File: src/logic/vis_cfg_pkg.sv
package vis_cfg_pkg;

   // --------------------
   // array sizing
   // --------------------
   localparam int NANT_DEF  = 4;                              // antennas on the sample bus
   localparam int NPAIR_DEF = NANT_DEF * (NANT_DEF - 1) / 2;  // i<j pairs, 6 for 4 antennas
   localparam int WIDTH_DEF = 24;                             // accumulator == sram word
   localparam int ABITS_DEF = 3;                              // word address, covers NPAIR_DEF

   // --------------------
   // host side
   // --------------------
   // byte lanes per sram word, lanes above WIDTH_DEF read back as zero
   localparam int BYTES_PER_WORD = 4;

   // --------------------
   // integration
   // --------------------
   localparam int WINDOW_DEF = 32;  // samples per window, >= 4*NPAIR_DEF

endpackage

File: src/logic/vis_bus_pkg.sv
package vis_bus_pkg;

   // prefetch fsm, one pair every READ -> WAIT_ACK -> WRITE
   typedef enum logic [2:0] {
      PF_IDLE     = 3'd0,  // out of reset, no window yet
      PF_READ     = 3'd1,  // stb to the correlator
      PF_WAIT_ACK = 3'd2,  // stb held, data taken on ack
      PF_WRITE    = 3'd3,  // word into sram port a
      PF_DONE     = 3'd4   // all pairs copied
   } pf_state_e;

   // host byte port
   typedef enum logic {
      HB_IDLE = 1'b0,
      HB_ACK  = 1'b1       // byte valid this cycle
   } hb_phase_e;

endpackage

File: src/logic/corr_bank.sv
`timescale 1ns/1ps

module corr_bank
   import vis_cfg_pkg::*;
#(
   parameter int NANT   = NANT_DEF,
   parameter int NPAIR  = NPAIR_DEF,
   parameter int WIDTH  = WIDTH_DEF,
   parameter int ABITS  = ABITS_DEF,
   parameter int WINDOW = WINDOW_DEF
) (
   input  logic             clk_i,
   input  logic             rst_i,
   input  logic             smp_valid_i,  // qualifies ant_i
   input  logic [NANT-1:0]  ant_i,        // 1-bit samples
   output logic             switching_o,  // pulse after the last sample of a window
   input  logic             cyc_i,
   input  logic             stb_i,
   input  logic [ABITS-1:0] adr_i,        // pair index
   output logic             ack_o,
   output logic [WIDTH-1:0] dat_o         // frozen bank count
);

   localparam int CBITS = $clog2(WINDOW);

   logic [WIDTH-1:0] acc [2][NPAIR];  // two banks of pair counters
   logic             sel;             // live bank, the other one is frozen
   logic [CBITS-1:0] smp_cnt;         // samples in the live window
   logic [NPAIR-1:0] agree;           // per pair, both bits equal
   logic             win_end;

   // --------------------
   // pair map
   // --------------------
   // lexicographic i<j order, (0,1) -> 0 ... (NANT-2,NANT-1) -> NPAIR-1
   for (genvar i = 0; i < NANT; i++) begin : g_ant_i
      for (genvar j = i + 1; j < NANT; j++) begin : g_ant_j
         localparam int P = i * NANT - i * (i + 1) / 2 + (j - i - 1);
         assign agree[P] = ~(ant_i[i] ^ ant_i[j]);  // xnor of the two samples
      end
   end

   assign win_end = smp_valid_i && (smp_cnt == CBITS'(WINDOW - 1));

   // --------------------
   // accumulate and swap
   // --------------------
   always_ff @(posedge clk_i) begin
      if (rst_i) begin
         sel         <= 1'b0;
         smp_cnt     <= '0;
         switching_o <= 1'b0;
         for (int b = 0; b < 2; b++) begin
            for (int p = 0; p < NPAIR; p++) begin
               acc[b][p] <= '0;
            end
         end
      end else begin
         switching_o <= win_end;  // lines up with the bank swap below
         if (smp_valid_i) begin
            smp_cnt <= win_end ? '0 : smp_cnt + 1'b1;
            for (int p = 0; p < NPAIR; p++) begin
               // last sample still lands in the bank that is about to freeze
               if (agree[p]) begin
                  acc[sel][p] <= acc[sel][p] + 1'b1;
               end
               if (win_end) begin
                  acc[!sel][p] <= '0;  // next live bank starts empty
               end
            end
            if (win_end) begin
               sel <= ~sel;
            end
         end
      end
   end

   // --------------------
   // read-only slave
   // --------------------
   always_ff @(posedge clk_i) begin
      if (rst_i) begin
         ack_o <= 1'b0;
      end else begin
         ack_o <= cyc_i && stb_i && !ack_o;  // single ack, stb is held into it
      end
   end

   // data follows the address, valid by the ack cycle
   always_ff @(posedge clk_i) begin
      if (adr_i < NPAIR) begin
         dat_o <= acc[!sel][adr_i];
      end else begin
         dat_o <= '0;  // unused pair slots
      end
   end

   a_stb_in_cyc : assert property (@(posedge clk_i) disable iff (rst_i)
      stb_i |-> cyc_i);

endmodule

File: src/logic/vis_prefetch.sv
`timescale 1ns/1ps

module vis_prefetch
   import vis_cfg_pkg::*;
   import vis_bus_pkg::*;
#(
   parameter int NPAIR = NPAIR_DEF,
   parameter int WIDTH = WIDTH_DEF,
   parameter int ABITS = ABITS_DEF
) (
   input  logic             clk_i,
   input  logic             rst_i,
   input  logic             begin_i,     // bank swap restarts the copy
   output logic             ready_o,     // frozen window fully in sram
   output logic             a_cyc_o,     // master towards the correlator
   output logic             a_stb_o,
   output logic [ABITS-1:0] a_adr_o,
   input  logic             a_ack_i,
   input  logic [WIDTH-1:0] a_dat_i,
   output logic             b_we_o,      // sram port a without handshake
   output logic [ABITS-1:0] b_adr_o,
   output logic [WIDTH-1:0] b_dat_o,
   output logic [WIDTH-1:0] word_o,      // copy of each fetched word
   output logic             word_vld_o
);

   pf_state_e        state;
   logic [ABITS-1:0] adr_q;  // pair being copied
   logic [WIDTH-1:0] dat_q;  // word taken on ack
   logic             last;

   assign last = (adr_q == ABITS'(NPAIR - 1));

   // --------------------
   // fsm
   // --------------------
   always_ff @(posedge clk_i) begin
      if (rst_i) begin
         state <= PF_IDLE;
         adr_q <= '0;
      end else if (begin_i) begin  // a swap always restarts from pair 0
         state <= PF_READ;
         adr_q <= '0;
      end else begin
         case (state)
            PF_READ:     state <= PF_WAIT_ACK;
            PF_WAIT_ACK: begin
               if (a_ack_i) begin
                  state <= PF_WRITE;
               end
            end
            PF_WRITE:    begin
               if (last) begin
                  state <= PF_DONE;
               end else begin
                  state <= PF_READ;
                  adr_q <= adr_q + 1'b1;
               end
            end
            default:     state <= state;  // idle and done wait for begin_i
         endcase
      end
   end

   always_ff @(posedge clk_i) begin
      if (state == PF_WAIT_ACK && a_ack_i) begin
         dat_q <= a_dat_i;
      end
   end

   // --------------------
   // outputs
   // --------------------
   assign a_cyc_o    = state inside {PF_READ, PF_WAIT_ACK, PF_WRITE};  // whole pair
   assign a_stb_o    = state inside {PF_READ, PF_WAIT_ACK};            // held up to ack
   assign a_adr_o    = adr_q;
   assign b_we_o     = (state == PF_WRITE);
   assign b_adr_o    = adr_q;
   assign b_dat_o    = dat_q;
   assign word_o     = dat_q;
   assign word_vld_o = (state == PF_WRITE);  // one pulse per word written
   assign ready_o    = (state == PF_DONE);

   a_no_write_idle : assert property (@(posedge clk_i) disable iff (rst_i)
      state == PF_IDLE |-> !b_we_o);

   a_not_ready_busy : assert property (@(posedge clk_i) disable iff (rst_i)
      a_cyc_o |-> !ready_o);

endmodule

File: src/logic/vis_sram.sv
`timescale 1ns/1ps

module vis_sram
   import vis_cfg_pkg::*;
   import vis_bus_pkg::*;
#(
   parameter int NPAIR = NPAIR_DEF,
   parameter int WIDTH = WIDTH_DEF,
   parameter int ABITS = ABITS_DEF
) (
   input  logic             clk_i,
   input  logic             rst_i,
   input  logic             a_we_i,   // word write from the prefetcher
   input  logic [ABITS-1:0] a_adr_i,
   input  logic [WIDTH-1:0] a_dat_i,
   input  logic             b_cyc_i,  // host byte reads
   input  logic             b_stb_i,
   input  logic [ABITS+1:0] b_adr_i,  // word*4 + lane
   output logic             b_ack_o,
   output logic [7:0]       b_dat_o
);

   logic [WIDTH-1:0]            mem [NPAIR];
   hb_phase_e                   phase;
   logic                        rd_req;
   logic [ABITS-1:0]            rd_wrd;
   logic [1:0]                  rd_lane;  // lsb first
   logic [8*BYTES_PER_WORD-1:0] rd_wide;  // word padded out to all lanes
   logic [7:0]                  byt_q;

   // --------------------
   // port a
   // --------------------
   always_ff @(posedge clk_i) begin
      if (a_we_i) begin
         mem[a_adr_i] <= a_dat_i;
      end
   end

   // --------------------
   // port b, host bytes
   // --------------------
   assign rd_req  = (phase == HB_IDLE) && b_cyc_i && b_stb_i;
   assign rd_wrd  = b_adr_i[ABITS+1:2];
   assign rd_lane = b_adr_i[1:0];

   always_comb begin
      rd_wide = '0;  // lanes past WIDTH and words past NPAIR stay zero
      if (rd_wrd < NPAIR) begin
         rd_wide[WIDTH-1:0] = mem[rd_wrd];
      end
   end

   // idle -> ack -> idle, a held stb starts the next read after the ack
   always_ff @(posedge clk_i) begin
      if (rst_i) begin
         phase <= HB_IDLE;
      end else if (rd_req) begin
         phase <= HB_ACK;
      end else begin
         phase <= HB_IDLE;
      end
   end

   always_ff @(posedge clk_i) begin
      if (rd_req) begin
         byt_q <= rd_wide[8*rd_lane +: 8];
      end
   end

   assign b_ack_o = (phase == HB_ACK);
   assign b_dat_o = byt_q;

   a_ack_single : assert property (@(posedge clk_i) disable iff (rst_i)
      b_ack_o && b_stb_i |=> !b_ack_o);

endmodule

File: src/logic/vis_fetch.sv
`timescale 1ns/1ps

module vis_fetch
   import vis_cfg_pkg::*;
#(
   parameter int NPAIR = NPAIR_DEF,
   parameter int WIDTH = WIDTH_DEF,
   parameter int ABITS = ABITS_DEF
) (
   input  logic             clk_i,
   input  logic             rst_i,
   input  logic             switching_i,  // bank swap from the correlator
   output logic             available_o,  // window copied, sram readable
   output logic [WIDTH-1:0] checksum_o,   // xor of the window's words
   output logic             cor_cyc_o,
   output logic             cor_stb_o,
   output logic [ABITS-1:0] cor_adr_o,
   input  logic             cor_ack_i,
   input  logic [WIDTH-1:0] cor_dat_i,
   input  logic             cyc_i,        // host byte port
   input  logic             stb_i,
   input  logic [ABITS+1:0] adr_i,
   output logic             ack_o,
   output logic [7:0]       byt_o
);

   logic             pf_we;
   logic [ABITS-1:0] pf_adr;
   logic [WIDTH-1:0] pf_dat;
   logic [WIDTH-1:0] word;
   logic             word_vld;

   // --------------------
   // checksum
   // --------------------
   // last xor lands on the same edge that raises available_o
   always_ff @(posedge clk_i) begin
      if (rst_i || switching_i) begin
         checksum_o <= '0;  // new window
      end else if (word_vld) begin
         checksum_o <= checksum_o ^ word;
      end
   end

   vis_prefetch #(
      .NPAIR (NPAIR),
      .WIDTH (WIDTH),
      .ABITS (ABITS)
   ) u_prefetch (
      .clk_i      (clk_i),
      .rst_i      (rst_i),
      .begin_i    (switching_i),
      .ready_o    (available_o),
      .a_cyc_o    (cor_cyc_o),   // correlator side
      .a_stb_o    (cor_stb_o),
      .a_adr_o    (cor_adr_o),
      .a_ack_i    (cor_ack_i),
      .a_dat_i    (cor_dat_i),
      .b_we_o     (pf_we),       // sram side
      .b_adr_o    (pf_adr),
      .b_dat_o    (pf_dat),
      .word_o     (word),
      .word_vld_o (word_vld)
   );

   vis_sram #(
      .NPAIR (NPAIR),
      .WIDTH (WIDTH),
      .ABITS (ABITS)
   ) u_sram (
      .clk_i   (clk_i),
      .rst_i   (rst_i),
      .a_we_i  (pf_we),
      .a_adr_i (pf_adr),
      .a_dat_i (pf_dat),
      .b_cyc_i (cyc_i),
      .b_stb_i (stb_i),
      .b_adr_i (adr_i),
      .b_ack_o (ack_o),
      .b_dat_o (byt_o)
   );

endmodule

File: src/logic/vis_top.sv
`timescale 1ns/1ps

module vis_top
   import vis_cfg_pkg::*;
#(
   parameter int NANT   = NANT_DEF,
   parameter int NPAIR  = NPAIR_DEF,
   parameter int WIDTH  = WIDTH_DEF,
   parameter int ABITS  = ABITS_DEF,
   parameter int WINDOW = WINDOW_DEF
) (
   input  logic             clk_i,
   input  logic             rst_i,
   input  logic             smp_valid_i,
   input  logic [NANT-1:0]  ant_i,
   input  logic             cyc_i,        // host byte reads
   input  logic             stb_i,
   input  logic [ABITS+1:0] adr_i,
   output logic             ack_o,
   output logic [7:0]       byt_o,
   output logic             available_o,
   output logic [WIDTH-1:0] checksum_o
);

   // correlator bus and swap strobe
   logic             switching;
   logic             cor_cyc;
   logic             cor_stb;
   logic [ABITS-1:0] cor_adr;
   logic             cor_ack;
   logic [WIDTH-1:0] cor_dat;

   corr_bank #(
      .NANT   (NANT),
      .NPAIR  (NPAIR),
      .WIDTH  (WIDTH),
      .ABITS  (ABITS),
      .WINDOW (WINDOW)
   ) u_corr_bank (
      .clk_i       (clk_i),
      .rst_i       (rst_i),
      .smp_valid_i (smp_valid_i),
      .ant_i       (ant_i),
      .switching_o (switching),
      .cyc_i       (cor_cyc),
      .stb_i       (cor_stb),
      .adr_i       (cor_adr),
      .ack_o       (cor_ack),
      .dat_o       (cor_dat)
   );

   vis_fetch #(
      .NPAIR (NPAIR),
      .WIDTH (WIDTH),
      .ABITS (ABITS)
   ) u_vis_fetch (
      .clk_i       (clk_i),
      .rst_i       (rst_i),
      .switching_i (switching),
      .available_o (available_o),
      .checksum_o  (checksum_o),
      .cor_cyc_o   (cor_cyc),
      .cor_stb_o   (cor_stb),
      .cor_adr_o   (cor_adr),
      .cor_ack_i   (cor_ack),
      .cor_dat_i   (cor_dat),
      .cyc_i       (cyc_i),
      .stb_i       (stb_i),
      .adr_i       (adr_i),
      .ack_o       (ack_o),
      .byt_o       (byt_o)
   );

endmodule

File: config.mk
export PLATFORM = sky130hd
export DESIGN_NAME = vis_top
export DESIGN_NICKNAME = d
export VERILOG_FILES = /design/src/logic/vis_cfg_pkg.sv /design/src/logic/vis_bus_pkg.sv /design/src/logic/corr_bank.sv /design/src/logic/vis_prefetch.sv /design/src/logic/vis_sram.sv /design/src/logic/vis_fetch.sv /design/src/logic/vis_top.sv
export SDC_FILE = /design/constraint.sdc
export NUM_CORES = 1
export LEC_CHECK = 0
export BUFFER_PORTS_ARGS = -buffer_cell sky130_fd_sc_hd__buf_2
export CORE_MARGIN = 8
export CORE_UTILIZATION = 45
export DETAILED_ROUTE_END_ITERATION = 10
export GPL_TIMING_DRIVEN = 1
export PLACE_DENSITY = 0.57
export SLEW_MARGIN = 20
export SYNTH_ARGS = -nofsm -noshare
export SYNTH_HDL_FRONTEND = slang
export SYNTH_SLANG_ARGS = --single-unit
export TNS_END_PERCENT = 100
File: constraint.sdc
create_clock -name clk_i -period 6.4 [get_ports clk_i]
set_input_delay 0.64 -clock clk_i [delete_from_list [all_inputs] [get_ports clk_i]]
set_output_delay 0.64 -clock clk_i [all_outputs]
set_load 0.05 [all_outputs]
==> results by group <==
Run status
  • Status: finished clean

Power and ir drop
  • Pleak: 10.4 nW
  • P per Cell Area: between 200 and 250 nW/µm²
  • Peak VDD IR: just under 0.2 mV

Timing
  • Setup TNS: 0 ns
  • FMAX: 0.261 GHz
  • Min Clock Period, post-route: roughly 3.8 ns
  • Final setup violation count: 0
  • Slew @ Worst Pin: around 1.1 ns
  • Fin crit share: 0.599
  • Final worst setup slack: 2.57 ns
  • RSZ-0062 raised after global routing: false
  • Final Hold Vio Count: 0
  • Relative slew slack: 0.296
  • Slew Limit Fails: 0
  • Final Hold Slack: 0.376 ns
  • Clock Skew: 0.0264 ns

Finish
  • Most frequent cells in the layout: dfxtp_1 (349), nand2_1 (297), nor2_1 (253)
  • Share of post-route cells with drive strength above 1: 0.126
  • Most common cell after layout, fill and taps aside: dfxtp_1
  • Total Nets Final: 2,774
  • # diodes: 0
  • Area delta synth->final: 10.7%

Route
  • Vias per inst: 6.12
  • Avg WL per Cell: 22.5 µm
  • Initial DRC Count: roughly 1,900
  • Final wirelength: just over 80,000 µm
  • Antenna violation net count after detailed routing: 0
  • # DRC: 0
  • Pre-antenna DRT Iters: 7
  • Vias: 21,900

Logic synthesis
  • Post-synthesis cell area: 27,500 µm²
  • Synthesis Warnings: 0
  • Post-Syn Nets: 2,804
  • Post-synth top flop: dfxtp_1
  • Register area share after synthesis: 0.449
  • Post-synth ARST share: 0
  • Cell count after synthesis: 2,780
  • Cell variety after synth: 78
  • Synthesized flop and latch total: 528
  • EDFF count, synth: 176
  • Avg Cell Area, Syn: 9.88 µm²

Clock tree
  • Post-CTS Setup Bufs: 0
  • Max H-tree Level: 2
  • Clock sinks: 528
  • CTS tree: done
  • Clk_lat worst skew: 0.64 ns
  • Root Driver: clkbuf_16
  • Post-CTS Resized: 0
  • Max clock buf depth: 3
  • Total CTS buffers: a little under 60
  • Clk pin slew, worst setup/hold paths: 0.06 ns
  • Post-CTS Hold Buffers: 0

Setup path
  • FF-to-FF setup slack: 2.57 ns
  • Worst-path maximum fanout: 81
  • Critical path type: reg2reg
  • Type of origin of the critical path: register
  • CP endpoint kind: register
  • R2R depth: 8
  • CP Cell Sequence: buf_4 > nand3_1 > a222oi_1 > nand3_2 > nor4_4 > xnor2_1 > o21ai_1 > a22o_1
  • Worst EP required: 6.92 ns
  • CP arrival: about 4.4 ns
  • Biggest cell delay along the critical path: 0.89 ns
  • Worst path slowest cell: a222oi_1

Hold path
  • Worst Hold Depth: 3
  • Worst Hold Class: in2reg

Floorplan
  • Top-Level Pins: 48
  • Die W: 263 µm
  • Initial core utilization: 0.455
  • Core ar.: between 60,000 and 70,000 µm²
  • DIE AREA: 69,200 µm²
  • # rows: 90
  • Die height: 263 µm

Global routing
  • Tot GR Track Use: 0.224
  • Largest net degree at the start of global routing: 151
  • Grt ovf: 0
  • GR met1 Demand/Resource: 0.303
  • Grt peak-use layer: met2
  • Met2 Use GR: 0.360
  • Global-route wire length before repair: 125,000 µm
  • Initial antenna violation count: 0
  • Vias in the first global route: 21,100
  • M3 GR Usage: 0.0344

Place
  • DP Worst Slack: 2.61 ns
  • Placer congestion estimate: 0.867
  • PortBufs: 47
  • Dpl hpwl: between 50,000 and 60,000 µm

Job
  • MaxCap Viol Count: 0
synthesized netlist by cell type (29+ instances only):
library cell | count | area share
a22oi_1 | 70 | 0.019
o21ai_0 | 172 | 0.031
nor2_1 | 257 | 0.035
mux2i_1 | 140 | 0.051
edfxtp_1 | 176 | 0.19
mux4_2 | 96 | 0.079
buf_2 | 33 | 0.0060
nand2_1 | 297 | 0.041
xor2_1 | 101 | 0.032
nor3_1 | 40 | 0.0073
inv_1 | 43 | 0.0059
nand3_1 | 120 | 0.022
nand4_1 | 29 | 0.0066
nand3b_1 | 38 | 0.010
xnor2_1 | 97 | 0.031
o22ai_1 | 46 | 0.010
a22o_1 | 90 | 0.029
dfxtp_1 | 352 | 0.26
clkbuf_1 | 121 | 0.017
a21oi_1 | 139 | 0.025
and3_1 | 30 | 0.0068
kinds of logic (layout without fill, tap and decap cells):
group / Yosys count / after routing / synth area share
mux: 261 / 261 / 0.140
flops: 528 / 528 / 0.449
fa+ha+maj: 10 / 10 / 0.00456
compound gates: 629 / 629 / 0.148
simple gates: 922 / 922 / 0.160
xor+xnor: 198 / 198 / 0.0632
buf+inv: 232 / 250 / 0.0350
per-stage QoR:
stage	util	cells	power [mW]	cell area, µm²
after floorplan	-	2780	3.71	27500
final	0.504	3580	7.30	30400
after CTS	0.504	3580	7.37	30400
after global routing	0.504	3580	7.52	30400
after global placement	0.470	3472	3.80	28400
after detailed placement	0.470	3472	3.80	28400
layout make-up:
cell class / instances / area [µm²]
Timing Repair Buffer: 98 / 631
Sequential cell: 528 / 12300
Clock inverter: 32 / 414
Fill cell: 5464 / 30000
Inverter: 44 / 165
Clock buffer: 76 / 1630
Tap cell: 782 / 978
Multi-Input combinational cell: 2020 / 14200
metal layers:
layer / up-vias / wire [µm]
li1: 10200 / -
met3: 119 / 5250
met5: - / 0
met2: 774 / 37300
met1: 10800 / 35400
met4: 0 / 2740
sequential cells by signal, summed over array words and instances (netlist names), named ones only:
| register | flops |
|---|---|
| u_corr_bank.acc | 288 |
| u_vis_fetch.u_sram.mem | 144 |
| u_corr_bank.dat_o | 24 |
| u_vis_fetch.checksum_o | 24 |
| u_vis_fetch.u_prefetch.b_dat_o | 24 |
| u_vis_fetch.u_sram.b_dat_o | 8 |
| u_corr_bank.smp_cnt | 5 |
| u_vis_fetch.u_prefetch.a_adr_o | 3 |
| u_vis_fetch.u_prefetch.state | 3 |
| u_corr_bank.ack_o | 1 |
| u_corr_bank.sel | 1 |
| u_corr_bank.switching_o | 1 |
| u_vis_fetch.u_sram.b_ack_o | 1 |
worst max-delay path, delay by kind of cell, from the launching register on:
kind	cells	cell delay (ns)
flip-flops	1	0.51
AO/OA/AOI/OAI	3	1.22
XOR/XNOR	1	0.17
buffers and inverters	1	0.71
AND/OR/NAND/NOR	3	1.11
worst paths after layout:
kind,endpoint,startpoint
setup / recovery,u_corr_bank.acc[1][119],register
hold / removal,u_vis_fetch.u_sram.b_ack_o,cyc_i
setup reg to reg,u_corr_bank.acc[1][119],register
hold reg to reg,u_vis_fetch.u_prefetch.b_dat_o[3],u_corr_bank.dat_o[3]
power breakdown:
part           internal [mW]  switching (mW)  total [mW]  leakage (nW)
Sequential              3.45          0.0155        3.47          4.46
Clock                   2.13            1.45        3.57          1.00
Combinational         0.0758           0.188       0.263          4.91
Power figures use the tool's default switching activity.
